===== config.mk =====
export PLATFORM = sky130hd
export DESIGN_NAME = board_phase
export DESIGN_NICKNAME = d
export VERILOG_FILES = /design/src/eval_pkg.sv /design/src/board_phase.sv
export SDC_FILE = /design/constraint.sdc
export NUM_CORES = 1
export LEC_CHECK = 0
export ABC_AREA = 1
export BUFFER_PORTS_ARGS = -buffer_cell sky130_fd_sc_hd__buf_2
export CORE_AREA = 2 2 101 103
export CTS_CLUSTER_SIZE = 20
export DETAILED_ROUTE_END_ITERATION = 8
export DIE_AREA = 0 0 103 105
export HOLD_SLACK_MARGIN = 0.1
export PLACE_DENSITY = 0.7
export SLEW_MARGIN = 0
export SYNTH_ARGS = -nofsm -noshare
export SYNTH_HDL_FRONTEND = slang
export SYNTH_SLANG_ARGS = --single-unit

===== constraint.sdc =====
create_clock -name clk -period 13.2 [get_ports clk]
set_input_delay 2.64 -clock clk [delete_from_list [all_inputs] [get_ports clk]]
set_output_delay 2.64 -clock clk [all_outputs]
set_load 0.05 [all_outputs]

===== src/eval_pkg.sv =====
`default_nettype none

package eval_pkg;

   // Score word width used by the pair struct and the top-level default
   localparam int EVAL_WIDTH_DEFAULT = 24;

   // Phase clamp and blend divisor
   localparam int PHASE_MAX = 62;

   // Divide by 62 done as a multiply by a scaled reciprocal
   localparam int RECIP_SHIFT = 20;
   localparam int RECIP_62 = (1 << RECIP_SHIFT) / PHASE_MAX; // 16912

   localparam logic [2:0] KIND_EMPTY = 3'd0;
   localparam logic [2:0] KIND_UNUSED = 3'd7; // Decoded as empty

   // One square code; kind 1..6 is pawn, knight, bishop, rook, queen, king
   typedef struct packed
   {
      logic       black;                      // Set for a black piece
      logic [2:0] kind;
   } piece_t;

   // Square 0 (a1) sits in the low nibble
   typedef piece_t [63:0] board_t;

   // Clamped piece count, 0 to PHASE_MAX
   typedef logic [5:0] phase_t;

   // Middlegame and endgame totals from the material evaluator
   typedef struct packed
   {
      logic signed [EVAL_WIDTH_DEFAULT-1:0] mg;
      logic signed [EVAL_WIDTH_DEFAULT-1:0] eg;
   } score_pair_t;

   // Piece values by kind, index 0 is an empty square
   localparam logic [15:0] PIECE_MG [0:6] = '{
      16'd0,                                  // Empty
      16'd100,                                // Pawn
      16'd320,                                // Knight
      16'd330,                                // Bishop
      16'd500,                                // Rook
      16'd950,                                // Queen
      16'd0                                   // King
   };

   localparam logic [15:0] PIECE_EG [0:6] = '{
      16'd0,
      16'd120,
      16'd300,
      16'd320,
      16'd550,
      16'd1000,
      16'd0
   };

   // Kind with the unused code folded onto empty
   function automatic logic [2:0] piece_kind(input piece_t p);
      return (p.kind == KIND_UNUSED) ? KIND_EMPTY : p.kind;
   endfunction

endpackage

`default_nettype wire


===== src/board_phase.sv =====
`default_nettype none

module board_phase
   import eval_pkg::*;
(
   input  wire logic   clk,
   input  wire logic   reset,
   input  wire board_t board,
   output phase_t      phase
);

   logic [63:0] occupied;                     // One bit per non-empty square
   logic [6:0]  count_d;                      // Up to 64 pieces
   logic [6:0]  count_q;

   for (genvar s = 0; s < 64; s++)
   begin : g_occ
      assign occupied[s] = (piece_kind(board[s]) != KIND_EMPTY);
   end

   // Population count of the occupancy mask
   always_comb
   begin
      count_d = '0;
      for (int s = 0; s < 64; s++)
      begin
         count_d = count_d + 7'(occupied[s]);
      end
   end

   always_ff @(posedge clk)
   begin
      if (reset)
      begin
         count_q <= '0;
         phase <= '0;
      end
      else
      begin
         count_q <= count_d;                  // Count stage
         if (count_q > 7'(PHASE_MAX))         // Full boards clamp to 62
            phase <= phase_t'(PHASE_MAX);
         else
            phase <= count_q[5:0];
      end
   end

endmodule

`default_nettype wire


Yosys cells after proc, flatten, opt, wreduce, memory -nomap -nowiden
Index checks and enable logic that the tools add are counted.
{ "totals": {"ff_bits": 13, "input_bits": 258, "wordCells": 261} }
{ "classes": {"add_sub_neg": 63, "n_lt_le_gt_ge": 1, "n_eq_ne": 64, "n_mux": 65, "reduce_logical": 65} }
{ "op_table": {"columns": ["cell", "count"], "rows": [
  ["adder 7 x 1 -> 7 bit", 57],
  ["equality test 3 bit, second input constant", 64],
  ["two-way mux 3 bit", 64],
  ["nonzero test 3 bit", 64],
  ["adder 6 x 1 -> 7 bit", 1],
  ["greater-than comparator 7 x 6 -> 1 bit, second input constant", 1],
  ["adder 5 x 1 -> 6 bit", 1],
  ["two-way mux 6 bit", 1],
  ["adder 4 x 1 -> 5 bit", 1],
  ["adder 3 x 1 -> 4 bit", 1],
  ["adder 2 x 1 -> 3 bit", 1],
  ["adder 1 x 1 -> 2 bit", 1],
  ["OR reduction 2 bit", 1]
]} }

Depth between registers and ports, before layout
Gate-level depths: netlist of run 1.
{ "depth": {"ltp_word": 66, "ltp_mapped": 26, "ltp_nobuf": 26} }

Worst setup path after synthesis of run 1
Ideal clock, no wire load.
{ "synth_path": {"path_kind": "input to register", "start": "input port board[173] (netlist name)", "end": "register count_q[4]", "setup_ns": 0.064, "arrival_time_ns": 8.087, "t_required_ns": 13.136, "slack_ns": 5.049, "stages": 21, "path_buffers": 0, "path_cell_list": "nor2_1 > o21ai_0 > fa_1 > fa_1 > inv_1 > fa_1 > inv_1 > fa_1 > fa_1 > fa_1 > fa_1 > inv_1 > fa_1 > inv_1 > ha_1 > fa_1 > nand3_1 > nand2_1 > nand2_1 > nand2_1 > nor2_1"} }
{ "synth_via": {"elab_chain_len": 24} }
{ "synth_rtl": {"columns": ["item", "line", "text"], "rows": [
  ["start, declared", "board_phase.sv:8", "input wire board_t board,"],
  ["equality test 3 bit", "eval_pkg.sv:61", "return (p.kind == KIND_UNUSED) ? KIND_EMPTY : p.kind;"],
  ["two-way mux 3 bit *", "eval_pkg.sv:61", null],
  ["nonzero test 3 bit *", "board_phase.sv:18", "assign occupied[s] = (piece_kind(board[s]) != KIND_EMPTY);"],
  ["adder 7 x 1 -> 7 bit * (21 in a row)", "board_phase.sv:27", "count_d = count_d + 7'(occupied[s]);"],
  ["end signal, assigned", "board_phase.sv:40", "count_q <= count_d;"],
  ["end, declared", "board_phase.sv:14", "logic [6:0] count_q;"]
]} }
Every way passes the cells marked *; elsewhere a longest branch is shown, timed or not.
A chain may end at the register's enable or synchronous reset.

Worst setup path after layout of run 1
{ "layout_path": {"start": "input port board[181] (netlist name)", "end": "register count_q[4]"} }
{ "layout_via": {"elab_chain_len": 22} }
{ "layout_rtl": {"columns": ["item", "line"], "rows": [
  ["equality test 3 bit", "eval_pkg.sv:61"],
  ["two-way mux 3 bit *", "eval_pkg.sv:61"],
  ["nonzero test 3 bit *", "board_phase.sv:18"],
  ["adder 7 x 1 -> 7 bit * (19 in a row)", "board_phase.sv:27"]
]} }
Marks and branches as above.

==> results of run 1 <==
## metal layers
| metal | track usage, % | part of all wire (%) | vias to the layer above |
|---|---|---|---|
| met5 | 0 | 0 | - |
| li1 | - | - | 1789 |
| met3 | 1.20 | 6.1 | 2 |
| met4 | 1.79 | 0.29 | 0 |
| met2 | 28.6 | 54 | 134 |
| met1 | 15.3 | 40 | 1453 |
## worst max-delay path: stages
cell and delay, ns:
sky130_fd_sc_hd__buf_2 0.09, sky130_fd_sc_hd__nor2_1 0.04, sky130_fd_sc_hd__o21ai_0 0.30, sky130_fd_sc_hd__fa_1 0.49, sky130_fd_sc_hd__fa_1 0.55, sky130_fd_sc_hd__inv_1 0.05
sky130_fd_sc_hd__fa_1 0.57, sky130_fd_sc_hd__inv_1 0.07, sky130_fd_sc_hd__fa_1 0.48, sky130_fd_sc_hd__fa_1 0.51, sky130_fd_sc_hd__fa_1 0.52, sky130_fd_sc_hd__fa_1 0.54
sky130_fd_sc_hd__inv_1 0.05, sky130_fd_sc_hd__fa_1 0.53, sky130_fd_sc_hd__inv_1 0.04, sky130_fd_sc_hd__ha_1 0.24, sky130_fd_sc_hd__fa_1 0.42, sky130_fd_sc_hd__nand3_1 0.10
sky130_fd_sc_hd__nand2_1 0.07, sky130_fd_sc_hd__nand2_1 0.08, sky130_fd_sc_hd__nand2_1 0.05, sky130_fd_sc_hd__nor2_1 0.09
## kinds of logic (layout without fill, tap and decap cells)
| logic type | after synthesis | in the layout | synth area share [%] |
|---|---|---|---|
| compound gates | 73 | 73 | 12.1 |
| fa+ha+maj | 69 | 69 | 42.2 |
| buf+inv | 62 | 265 | 7.73 |
| simple gates | 232 | 232 | 29.3 |
| flops | 13 | 13 | 8.65 |
## cell type report
cell class	count	area share, %
Timing Repair Buffer	199	23.6
Multi-Input combinational cell	374	59.7
Clock buffer	3	0.979
Clock inverter	1	0.119
Tap cell	133	3.95
Sequential cell	13	6.17
Inverter	62	5.52
## placed cells by master, fill, tap and decap left out
cell type                  netlist  layout
sky130_fd_sc_hd__o21ai_0        45      45
sky130_fd_sc_hd__fa_1           54      54
sky130_fd_sc_hd__nand3_1         4       4
sky130_fd_sc_hd__nand4_1         1       1
sky130_fd_sc_hd__nor3_1          1       1
sky130_fd_sc_hd__dfxtp_1        13      13
sky130_fd_sc_hd__clkbuf_8        0       3
sky130_fd_sc_hd__a21oi_1        28      28
sky130_fd_sc_hd__nand2_2         1       1
sky130_fd_sc_hd__nand2_1       119     119
sky130_fd_sc_hd__inv_1          62      62
sky130_fd_sc_hd__clkinv_2        0       1
sky130_fd_sc_hd__buf_2           0     199
sky130_fd_sc_hd__ha_1           15      15
sky130_fd_sc_hd__nor2_1        106     106
## final timing paths
path | endpoint | depth (start not counted)
max | count_q[4] | 22
min | phase[1] | 2
max reg2reg | phase[3] | 6
min reg2reg | phase[1] | 2
## metrics by stage
| stage | util, % | cell area [um2] | cells | hold WS (ns) |
|---|---|---|---|---|
| after detailed placement | 43.3 | 4170 | 781 | 0.456 |
| after floorplan | - | 3010 | 449 | 0.423 |
| after global placement | 43.3 | 4170 | 781 | 0.441 |
| after CTS | 43.8 | 4220 | 785 | 0.478 |
| after global routing | 43.8 | 4220 | 785 | 0.503 |
| final | 43.8 | 4220 | 785 | 0.474 |
## sequential cells by signal, indices dropped and copies added, names as in the netlist
register  count
phase         6
count_q       7
==> flow_summary.html, run 1 <==
<table>
<tr><th>Metric</th><th>Value</th></tr>
<tr><th colspan="2">Clocking</th></tr>
<tr><td>Total clock sinks</td><td>13</td></tr>
<tr><td>Root buffer cell</td><td>sky130_fd_sc_hd__clkbuf_8</td></tr>
<tr><td>Buffer count from post-CTS setup fixing</td><td>0</td></tr>
<tr><td>Reg clk slew, reported paths</td><td>0.06 ns</td></tr>
<tr><td># H-tree levels</td><td>1</td></tr>
<tr><td>Clock network latency to the later pin of the worst-skew pair</td><td>about 0.24 ns</td></tr>
<tr><td>TritonCTS clock tree</td><td>built</td></tr>
<tr><td>Post-cts hold buffer count</td><td>0</td></tr>
<tr><td>Maximum clock insertion buffer count</td><td>2</td></tr>
<tr><td>Resized cells post-CTS</td><td>0</td></tr>
<tr><td>Number of clock buffers inserted by TritonCTS</td><td>3</td></tr>
<tr><th colspan="2">Logic synthesis</th></tr>
<tr><td>Number of synthesized register bits</td><td>13</td></tr>
<tr><td>Synthesized instance count</td><td>about 450</td></tr>
<tr><td>Share of flip-flops with an asynchronous set or reset after synthesis</td><td>0%</td></tr>
<tr><td>Cell with the most instances after synthesis</td><td>sky130_fd_sc_hd__nand2_1</td></tr>
<tr><td>Post-synth top flop</td><td>sky130_fd_sc_hd__dfxtp_1</td></tr>
<tr><td>EDFF count, synth</td><td>0</td></tr>
<tr><td>Synthesized netlist net count</td><td>between 700 and 800</td></tr>
<tr><td>Sequential cell area fraction in the yosys report</td><td>~8.6%</td></tr>
<tr><td>Area share of the largest cell type after synthesis</td><td>a little over a third</td></tr>
<tr><td>Top cells by area in the synthesized netlist</td><td>sky130_fd_sc_hd__fa_1 36%, sky130_fd_sc_hd__nand2_1 15%, sky130_fd_sc_hd__nor2_1 13%</td></tr>
<tr><td>Post-synthesis instance area</td><td>about 0.003 mm2</td></tr>
<tr><td>Top post-synthesis cells by count</td><td>119 x sky130_fd_sc_hd__nand2_1, 106 x sky130_fd_sc_hd__nor2_1, 62 x sky130_fd_sc_hd__inv_1, 54 x sky130_fd_sc_hd__fa_1, 45 x sky130_fd_sc_hd__o21ai_0</td></tr>
<tr><td>Synth unique cells</td><td>12</td></tr>
<tr><td>Library cell with the largest summed area after synthesis</td><td>sky130_fd_sc_hd__fa_1</td></tr>
<tr><td>Number of warning messages in the yosys log</td><td>0</td></tr>
<tr><td>Average footprint of a synthesized cell</td><td>roughly 6.7 um2</td></tr>
<tr><th colspan="2">Critical path</th></tr>
<tr><td>Critical path endpoint category</td><td>flop</td></tr>
<tr><td>Worst Path Class, Setup</td><td>primary input to flop</td></tr>
<tr><td>Worst reg2reg startpoint</td><td>count_q[4]</td></tr>
<tr><td>Minimum setup slack among reg-to-reg paths</td><td>12.29 ns</td></tr>
<tr><td>Worst Setup Start Kind</td><td>primary input</td></tr>
<tr><td>Launching instance or port of the critical path</td><td>board[181]</td></tr>
<tr><td>Highest fanout seen on the critical path</td><td>4</td></tr>
<tr><td>Critical Path AT</td><td>about 8.5 ns</td></tr>
<tr><td>Required time reported for the critical path endpoint</td><td>between 10 and 15 ns</td></tr>
<tr><th colspan="2">GRT</th></tr>
<tr><td>Wire length of the first global-routing pass</td><td>between 10000 and 15000 um</td></tr>
<tr><td>Remaining global-route overflow</td><td>0</td></tr>
<tr><td>Pin count of the biggest net entering global routing</td><td>9</td></tr>
<tr><td>Antenna violations before repair</td><td>0</td></tr>
<tr><td>GRT Util Overall</td><td>~14%</td></tr>
<tr><td>Vias in the first global route</td><td>approximately 3400</td></tr>
<tr><th colspan="2">Place</th></tr>
<tr><td>PortBufs</td><td>just under 200</td></tr>
<tr><td>Post-detail-place hpwl</td><td>approximately 7000 um</td></tr>
<tr><td>Gpl congestion</td><td>0.830</td></tr>
<tr><td>DP Worst Slack</td><td>about 4.6 ns</td></tr>
<tr><th colspan="2">STA</th></tr>
<tr><td>Setup skew after layout</td><td>0.00370 ns</td></tr>
<tr><td>Total count of hold-check failures in the final report</td><td>0</td></tr>
<tr><td>Least-Margin Pin Slew</td><td>around 0.35 ns</td></tr>
<tr><td>Minimum clock period after layout</td><td>between 8 and 9 ns</td></tr>
<tr><td>Setup WS post-layout</td><td>approximately 4.9 ns</td></tr>
<tr><td>Fraction of the cycle the final worst path needs</td><td>63.2%</td></tr>
<tr><td>Final number of max-transition violations</td><td>0</td></tr>
<tr><td>Worst slew slack as a fraction of its limit</td><td>around three quarters</td></tr>
<tr><td>Setup TNS Final</td><td>0 ns</td></tr>
<tr><td>Highest Clock Rate</td><td>between 100 and 150 MHz</td></tr>
<tr><td>RSZ-0062 raised after global routing</td><td>no</td></tr>
<tr><td>Number of setup violations in the final report</td><td>0</td></tr>
<tr><th colspan="2">Floorplanning</th></tr>
<tr><td>Overall die area</td><td>0.0108 mm2</td></tr>
<tr><td>Count of standard-cell rows</td><td>36</td></tr>
<tr><td>Die Wd</td><td>103 um</td></tr>
<tr><td>Initial cell density of the core</td><td>between 30% and 40%</td></tr>
<tr><td>Overall die height</td><td>between 100 and 150 um</td></tr>
<tr><td>I/O pin total</td><td>264</td></tr>
<tr><td>Floorplan Core Area</td><td>0.00964 mm2</td></tr>
<tr><th colspan="2">Hold path</th></tr>
<tr><td>Type of the most critical hold path</td><td>flop to flop</td></tr>
<tr><td>Min-delay src</td><td>count_q[1]</td></tr>
<tr><th colspan="2">Status</th></tr>
<tr><td>Status</td><td>complete, no violations</td></tr>
<tr><th colspan="2">Final layout</th></tr>
<tr><td>Multi-input gate area</td><td>around 0.0025 mm2</td></tr>
<tr><td>Area growth from synthesis to layout</td><td>40.2%</td></tr>
<tr><td>Sequential cell area</td><td>between 200 and 300 um2</td></tr>
<tr><td>Layout cells sized above 1</td><td>31.3%</td></tr>
<tr><td>Nets@finish</td><td>980</td></tr>
<tr><td>Antenna diode instance count</td><td>0</td></tr>
<tr><td>FILL cells</td><td>between 1000 and 1500</td></tr>
<tr><th colspan="2">Route</th></tr>
<tr><td>Number of nets with antenna violations after routing</td><td>0</td></tr>
<tr><td>Remaining routing DRC violations</td><td>0</td></tr>
<tr><td>Via count</td><td>~3400</td></tr>
<tr><td>First-pass iteration count of the detailed router</td><td>5</td></tr>
<tr><td>Number of vias per cell</td><td>around 4.3</td></tr>
<tr><td>Routed wire per std cell</td><td>between 9 and 10 um</td></tr>
<tr><td>Drt initial violations</td><td>68</td></tr>
<tr><td>Wire length reported by the detailed router</td><td>between 7000 and 8000 um</td></tr>
<tr><th colspan="2">Run</th></tr>
<tr><td>Maxcap violations</td><td>0</td></tr>
</table>
Power of run 1 is left out: the tool's default activity adds up to more than one toggle a clock period on the data nets, which glitch-free logic cannot reach.
==> inputs of run 2 (changes only) <==
- CORE_AREA: 2 2 101 103 -> 2 2 102 104
- DIE_AREA: 0 0 103 105 -> 0 0 104 106
- PLACE_DENSITY: 0.7 -> 0.71
- clock period: 13.2 -> 7.2 ns (I/O delays scaled with it)
==> flow_summary.html, run 2 (synthesized netlist as in run 1, its figures left out) <==
<table>
<tr><th>Metric</th><th>Value</th></tr>
<tr><th colspan="2">Critical path</th></tr>
<tr><td>Worst reg2reg startpoint</td><td>count_q[1]</td></tr>
<tr><td>Crit path buf inv count</td><td>5</td></tr>
<tr><td>Maximum cell stage delay along the critical path</td><td>approximately 0.57 ns</td></tr>
<tr><td>End of the worst register-to-register path</td><td>phase[3]</td></tr>
<tr><td>Worst Path Class, Setup</td><td>primary input to flop</td></tr>
<tr><td>Worst-path cell with the longest stage delay</td><td>sky130_fd_sc_hd__fa_1</td></tr>
<tr><td>Critical path endpoint category</td><td>flop</td></tr>
<tr><td>Critical Path End</td><td>count_q[4]</td></tr>
<tr><td>Stages on the worst setup path</td><td>22</td></tr>
<tr><td>Minimum setup slack among reg-to-reg paths</td><td>around 6.3 ns</td></tr>
<tr><td>Required time reported for the critical path endpoint</td><td>between 7 and 8 ns</td></tr>
<tr><td>Launching instance or port of the critical path</td><td>board[173]</td></tr>
<tr><td>Number of cell instances on the worst register-to-register path</td><td>6</td></tr>
<tr><td>Crit path cell chain</td><td>buf_2 &gt; nor2_1 &gt; o21ai_2 &gt; fa_1 &gt; fa_1 &gt; inv_1 &gt; fa_1 &gt; inv_1 &gt; fa_1 &gt; fa_1 &gt; fa_1 &gt; fa_1 &gt; inv_1 &gt; fa_1 &gt; inv_1 &gt; ha_1 &gt; fa_2 &gt; nand3_1 &gt; nand2_1 &gt; nand2_1 &gt; nand2_1 &gt; nor2_1</td></tr>
<tr><td>Critical Path AT</td><td>slightly above 7 ns</td></tr>
<tr><td>Highest fanout seen on the critical path</td><td>3</td></tr>
<tr><td>Worst path most repeated cell</td><td>sky130_fd_sc_hd__fa_1</td></tr>
<tr><td>Top Family by Delay on Critical Path</td><td>adder cells</td></tr>
<tr><td>Worst Setup Start Kind</td><td>primary input</td></tr>
<tr><th colspan="2">Clocking</th></tr>
<tr><td>Total clock sinks</td><td>13</td></tr>
<tr><td>Number of clock buffers inserted by TritonCTS</td><td>3</td></tr>
<tr><td>TritonCTS clock tree</td><td>built</td></tr>
<tr><td># H-tree levels</td><td>1</td></tr>
<tr><td>Maximum clock insertion buffer count</td><td>2</td></tr>
<tr><td>Root buffer cell</td><td>sky130_fd_sc_hd__clkbuf_8</td></tr>
<tr><td>Buffer count from post-CTS setup fixing</td><td>0</td></tr>
<tr><td>Clock network latency to the later pin of the worst-skew pair</td><td>0.24 ns</td></tr>
<tr><td>Reg clk slew, reported paths</td><td>around 0.05 ns</td></tr>
<tr><th colspan="2">Floorplanning</th></tr>
<tr><td>Overall die area</td><td>around 0.011 mm2</td></tr>
<tr><td>Overall die height</td><td>106 um</td></tr>
<tr><td>Initial cell density of the core</td><td>a little under a third</td></tr>
<tr><td>Floorplan Core Area</td><td>0.0100 mm2</td></tr>
<tr><td>I/O pin total</td><td>about 260</td></tr>
<tr><td>Die Wd</td><td>around 100 um</td></tr>
<tr><td>Count of standard-cell rows</td><td>37</td></tr>
<tr><th colspan="2">Final layout</th></tr>
<tr><td>Most frequent cells in the layout</td><td>199 x sky130_fd_sc_hd__buf_2, 119 x sky130_fd_sc_hd__nand2_1, 106 x sky130_fd_sc_hd__nor2_1</td></tr>
<tr><td>Post-layout util</td><td>about 42%</td></tr>
<tr><td>Multi-input gate area</td><td>0.00253 mm2</td></tr>
<tr><td>Post-route cell area</td><td>about 0.0042 mm2</td></tr>
<tr><td>Nets@finish</td><td>~980</td></tr>
<tr><td>FILL cells</td><td>between 1000 and 1500</td></tr>
<tr><td>Antenna diode instance count</td><td>0</td></tr>
<tr><td>Most flops, register</td><td>count_q</td></tr>
<tr><td>Layout cells sized above 1</td><td>about a third</td></tr>
<tr><td>Flip-flop count of the largest register, all copies and words added</td><td>7</td></tr>
<tr><td>Registers with the most flip-flops</td><td>count_q (7), phase (6)</td></tr>
<tr><td>Area growth from synthesis to layout</td><td>41.0%</td></tr>
<tr><td>Sequential cell area</td><td>around 260 um2</td></tr>
<tr><td>Commonest non-fill, non-tap cell in the layout</td><td>sky130_fd_sc_hd__buf_2</td></tr>
<tr><th colspan="2">GRT</th></tr>
<tr><td>Remaining global-route overflow</td><td>0</td></tr>
<tr><td>Vias in the first global route</td><td>around 3200</td></tr>
<tr><td>Wire length of the first global-routing pass</td><td>between 10000 and 15000 um</td></tr>
<tr><td>Antenna violations before repair</td><td>0</td></tr>
<tr><td>Pin count of the biggest net entering global routing</td><td>9</td></tr>
<tr><td>GRT Util Overall</td><td>12.6%</td></tr>
<tr><th colspan="2">STA</th></tr>
<tr><td>Setup skew after layout</td><td>between 0.002 and 0.003 ns</td></tr>
<tr><td>Total count of hold-check failures in the final report</td><td>0</td></tr>
<tr><td>Final number of max-transition violations</td><td>0</td></tr>
<tr><td>Least-Margin Pin Slew</td><td>between 0.3 and 0.4 ns</td></tr>
<tr><td>Minimum clock period after layout</td><td>between 6 and 7 ns</td></tr>
<tr><td>Setup WS post-layout</td><td>approximately 0.32 ns</td></tr>
<tr><td>Worst slew slack as a fraction of its limit</td><td>76.6%</td></tr>
<tr><td>Fraction of the cycle the final worst path needs</td><td>95.6%</td></tr>
<tr><td>Highest Clock Rate</td><td>~150 MHz</td></tr>
<tr><td>Number of setup violations in the final report</td><td>0</td></tr>
<tr><td>RSZ-0062 raised after global routing</td><td>no</td></tr>
<tr><th colspan="2">Place</th></tr>
<tr><td>PortBufs</td><td>a little under 200</td></tr>
<tr><td>DP Worst Slack</td><td>-0.128 ns</td></tr>
<tr><td>Gpl congestion</td><td>~0.75</td></tr>
<tr><td>Post-detail-place hpwl</td><td>between 6000 and 7000 um</td></tr>
<tr><td>Area after DPL</td><td>roughly 0.0042 mm2</td></tr>
<tr><th colspan="2">Route</th></tr>
<tr><td>Number of vias per cell</td><td>between 4 and 5</td></tr>
<tr><td>Via count</td><td>~3200</td></tr>
<tr><td>Number of nets with antenna violations after routing</td><td>0</td></tr>
<tr><td>Remaining routing DRC violations</td><td>0</td></tr>
<tr><td>Wire length reported by the detailed router</td><td>6720 um</td></tr>
<tr><td>Drt initial violations</td><td>between 100 and 150</td></tr>
<tr><td>Routed wire per std cell</td><td>around 8.5 um</td></tr>
<tr><td>First-pass iteration count of the detailed router</td><td>4</td></tr>
<tr><th colspan="2">Hold path</th></tr>
<tr><td>Cell depth of the worst hold path</td><td>2</td></tr>
<tr><td>Type of the most critical hold path</td><td>flop to flop</td></tr>
<tr><td>Min-delay src</td><td>count_q[0]</td></tr>
<tr><th colspan="2">Status</th></tr>
<tr><td>Status</td><td>complete, no violations</td></tr>
<tr><th colspan="2">Run</th></tr>
<tr><td>Maxcap violations</td><td>0</td></tr>
</table>
[run 2: cell count changes in the layout (fill, tap and decap cells not counted), moves of 2 or more]
cell and delta:
sky130_fd_sc_hd__o21ai_0 -3, sky130_fd_sc_hd__a21oi_1 -2, sky130_fd_sc_hd__a21oi_2 +2, sky130_fd_sc_hd__o21ai_1 +2
[run 2: layout make-up]
class                   instances  area share [%]
well taps                     136            4.01
clock buffers                   3           0.973
multi-input cells             374            59.6
clock inverters                 1           0.118
inverters                      62            5.49
repair buffers                200            23.7
flip-flops and latches         13            6.13
[run 2: per-layer routing]
metal	GRT usage (%)	wire, um
met1	15.2	2900
met2	24.5	3280
met5	0	0
met4	1.54	23
met3	1.72	511
[run 2: worst min path at each step]
stage / slack, ns / to
5_1_grt: 0.45 / phase[0]
3_5_place_dp: 0.43 / phase[0]
6_report: 0.45 / phase[0]
4_1_cts: 0.45 / phase[0]
3_3_place_gp: 0.44 / phase[0]
2_1_floorplan: 0.42 / phase[0]
[run 2: through the flow]
step	setup TNS [ns]	cells	hold WS, ns
global route	0	789	0.455
detailed placement	-0.250	785	0.433
global placement	-0.201	785	0.445
CTS	0	789	0.448
finish	0	789	0.445
floorplan	0	449	0.423
[run 2: repair_timing]
action                                  CTS  global route
endpoints found under the setup margin    0             3
hold buffers                              0             0
resized for setup                         0             7
[run 2: tightest hold or removal path, stage by stage, from the launching register on]
cell and delay, ns:
sky130_fd_sc_hd__dfxtp_1 0.30, sky130_fd_sc_hd__nand2_1 0.06, sky130_fd_sc_hd__nor2_1 0.04
Power of run 2 is left out for the same reason.
==> inputs of run 3 (changes only) <==
- MAX_ROUTING_LAYER: default -> met4
==> flow_summary.html, run 3 (synthesized netlist as in run 1, its figures left out) <==
<table>
<tr><th>Metric</th><th>Value</th></tr>
<tr><th colspan="2">Place</th></tr>
<tr><td>Post-detail-place hpwl</td><td>6460 um</td></tr>
<tr><td>Gpl congestion</td><td>approximately 0.76</td></tr>
<tr><td>Placed cells</td><td>roughly 790</td></tr>
<tr><td>PortBufs</td><td>199</td></tr>
<tr><th colspan="2">Critical path</th></tr>
<tr><td>Crit path cell chain</td><td>buf_2 &gt; nor2_1 &gt; o21ai_2 &gt; fa_1 &gt; fa_1 &gt; inv_1 &gt; fa_1 &gt; inv_1 &gt; fa_1 &gt; fa_1 &gt; fa_1 &gt; fa_1 &gt; inv_1 &gt; fa_1 &gt; inv_1 &gt; ha_1 &gt; fa_2 &gt; nand3_1 &gt; nand2_1 &gt; nand2_1 &gt; nand2_1 &gt; nor2_1</td></tr>
<tr><td>Worst reg2reg startpoint</td><td>count_q[1]</td></tr>
<tr><td>Worst path most repeated cell</td><td>sky130_fd_sc_hd__fa_1</td></tr>
<tr><td>Number of cell instances on the worst register-to-register path</td><td>6</td></tr>
<tr><td>Highest fanout seen on the critical path</td><td>3</td></tr>
<tr><td>Critical Path AT</td><td>between 7 and 8 ns</td></tr>
<tr><td>Launching instance or port of the critical path</td><td>board[173]</td></tr>
<tr><td>Worst Setup Start Kind</td><td>primary input</td></tr>
<tr><td>End of the worst register-to-register path</td><td>phase[3]</td></tr>
<tr><td>Critical path endpoint category</td><td>flop</td></tr>
<tr><td>Required time reported for the critical path endpoint</td><td>approximately 7.4 ns</td></tr>
<tr><td>Worst Path Class, Setup</td><td>primary input to flop</td></tr>
<tr><td>Worst-path cell with the longest stage delay</td><td>sky130_fd_sc_hd__fa_1</td></tr>
<tr><td>Maximum cell stage delay along the critical path</td><td>0.57 ns</td></tr>
<tr><td>Critical Path End</td><td>count_q[4]</td></tr>
<tr><td>Minimum setup slack among reg-to-reg paths</td><td>6.32 ns</td></tr>
<tr><th colspan="2">Floorplanning</th></tr>
<tr><td>Overall die height</td><td>about 110 um</td></tr>
<tr><td>Overall die area</td><td>roughly 0.011 mm2</td></tr>
<tr><td>Die Wd</td><td>104 um</td></tr>
<tr><td>Initial cell density of the core</td><td>between 30% and 40%</td></tr>
<tr><td>I/O pin total</td><td>approximately 260</td></tr>
<tr><td>Count of standard-cell rows</td><td>37</td></tr>
<tr><td>Floorplan Core Area</td><td>about 0.010 mm2</td></tr>
<tr><th colspan="2">Clocking</th></tr>
<tr><td>Post-cts hold buffer count</td><td>0</td></tr>
<tr><td>TritonCTS clock tree</td><td>built</td></tr>
<tr><td>Number of clock buffers inserted by TritonCTS</td><td>3</td></tr>
<tr><td>Reg clk slew, reported paths</td><td>~0.050 ns</td></tr>
<tr><td>Clock network latency to the later pin of the worst-skew pair</td><td>about 0.24 ns</td></tr>
<tr><td>Total clock sinks</td><td>13</td></tr>
<tr><td># H-tree levels</td><td>1</td></tr>
<tr><td>Maximum clock insertion buffer count</td><td>2</td></tr>
<tr><td>Root buffer cell</td><td>sky130_fd_sc_hd__clkbuf_8</td></tr>
<tr><th colspan="2">Run</th></tr>
<tr><td>Maxcap violations</td><td>0</td></tr>
<tr><th colspan="2">STA</th></tr>
<tr><td>Minimum clock period after layout</td><td>6.88 ns</td></tr>
<tr><td>Least-Margin Pin Slew</td><td>0.347 ns</td></tr>
<tr><td>Fraction of the cycle the final worst path needs</td><td>between 90% and 100%</td></tr>
<tr><td>Total count of hold-check failures in the final report</td><td>0</td></tr>
<tr><td>Worst slew slack as a fraction of its limit</td><td>between 70% and 80%</td></tr>
<tr><td>Number of setup violations in the final report</td><td>0</td></tr>
<tr><td>Final hold slack</td><td>around 0.45 ns</td></tr>
<tr><td>RSZ-0062 raised after global routing</td><td>no</td></tr>
<tr><td>Highest Clock Rate</td><td>145 MHz</td></tr>
<tr><td>Final number of max-transition violations</td><td>0</td></tr>
<tr><td>Setup skew after layout</td><td>0.00297 ns</td></tr>
<tr><th colspan="2">Route</th></tr>
<tr><td>Drt initial violations</td><td>between 100 and 150</td></tr>
<tr><td>Wire length on met2</td><td>3310 um</td></tr>
<tr><td>Remaining routing DRC violations</td><td>0</td></tr>
<tr><td>First-pass iteration count of the detailed router</td><td>4</td></tr>
<tr><td>Number of vias per cell</td><td>just over 4</td></tr>
<tr><td>Via count</td><td>~3200</td></tr>
<tr><td>Number of nets with antenna violations after routing</td><td>0</td></tr>
<tr><td>Top metal layer carrying routed signals</td><td>met3</td></tr>
<tr><td>Wire length on met3</td><td>496 um</td></tr>
<tr><td>Routed wire per std cell</td><td>around 8.6 um</td></tr>
<tr><td>Detailed-routing wirelength on met1</td><td>approximately 3000 um</td></tr>
<tr><td>Wire length reported by the detailed router</td><td>6750 um</td></tr>
<tr><th colspan="2">GRT</th></tr>
<tr><td>Vias in the first global route</td><td>around 3200</td></tr>
<tr><td>Antenna violations before repair</td><td>0</td></tr>
<tr><td>Pin count of the biggest net entering global routing</td><td>9</td></tr>
<tr><td>Wire length of the first global-routing pass</td><td>about 12000 um</td></tr>
<tr><td>Remaining global-route overflow</td><td>0</td></tr>
<tr><td>GRT Util Overall</td><td>between 10% and 20%</td></tr>
<tr><th colspan="2">Final layout</th></tr>
<tr><td>Antenna diode instance count</td><td>0</td></tr>
<tr><td>Area growth from synthesis to layout</td><td>41.0%</td></tr>
<tr><td>Count of placed standard cells in the final layout, fillers left out</td><td>approximately 800</td></tr>
<tr><td>Registers with the most flip-flops</td><td>count_q (7), phase (6)</td></tr>
<tr><td>Layout cells sized above 1</td><td>32.0%</td></tr>
<tr><td>Most flops, register</td><td>count_q</td></tr>
<tr><td>Most frequent cells in the layout</td><td>199 x sky130_fd_sc_hd__buf_2, 119 x sky130_fd_sc_hd__nand2_1, 106 x sky130_fd_sc_hd__nor2_1</td></tr>
<tr><td>Commonest non-fill, non-tap cell in the layout</td><td>sky130_fd_sc_hd__buf_2</td></tr>
<tr><td>Flip-flop count of the largest register, all copies and words added</td><td>7</td></tr>
<tr><td>Nets@finish</td><td>around 980</td></tr>
<tr><td>FILL cells</td><td>between 1000 and 1500</td></tr>
<tr><th colspan="2">Hold path</th></tr>
<tr><td>Type of the most critical hold path</td><td>flop to flop</td></tr>
<tr><th colspan="2">Status</th></tr>
<tr><td>Status</td><td>complete, no violations</td></tr>
</table>
-- run 3: cell counts in the layout (fill, tap and decap cells not counted) --
Identical to the previous run, type by type.
-- run 3: metal layers --
metal / up-vias / global-route usage, %
met5: - / -
met4: 0 / 1.16
met3: 0 / 1.72
met2: 118 / 24.7
met1: 1334 / 15.3
li1: 1791 / -
-- run 3: worst min path at each step --
stage	start	end	slack, ns	cells past startpoint
floorplan	count_q[0]	phase[0]	0.42	2
global placement	count_q[0]	phase[0]	0.44	2
detailed placement	count_q[0]	phase[0]	0.43	2
CTS	count_q[0]	phase[0]	0.45	2
global route	count_q[0]	phase[0]	0.45	2
finish	count_q[0]	phase[0]	0.45	2
-- run 3: final cells by class --
type | count | area, um2 | area share [%]
clock inverter | 1 | 5.00 | 0.118
inverter | 62 | 233 | 5.49
multi-input combinational | 374 | 2530 | 59.6
timing repair buffer | 200 | 1000 | 23.7
clock buffer | 3 | 41.3 | 0.973
sequential | 13 | 260 | 6.13
tap | 136 | 170 | 4.01
-- run 3: per-stage QoR --
| stage | setup TNS [ns] | worst slack (ns) | util (%) | cell area [um2] |
|---|---|---|---|---|
| 2_1_floorplan | 0 | 0.249 | - | 3010 |
| 3_3_place_gp | -0.201 | -0.109 | 41.8 | 4180 |
| 3_5_place_dp | -0.250 | -0.128 | 41.8 | 4180 |
| 4_1_cts | 0 | 0.114 | 42.3 | 4230 |
| 5_1_grt | 0 | 0.00405 | 42.4 | 4240 |
| 6_report | 0 | 0.317 | 42.4 | 4240 |
-- run 3: what timing repair did --
action / 4_1_cts / 5_1_grt
endpoints found under the setup margin: 0 / 3
setup buffers: 0 / 0
resized for setup: 0 / 7
-- run 3: worst max-delay path: cells and delay by family --
family | cells | cell delay, ns
fa+ha+maj | 10 | 4.75
simple gates | 6 | 0.49
buf+inv | 5 | 0.30
compound gates | 1 | 0.08
Power of run 3 is left out for the same reason.
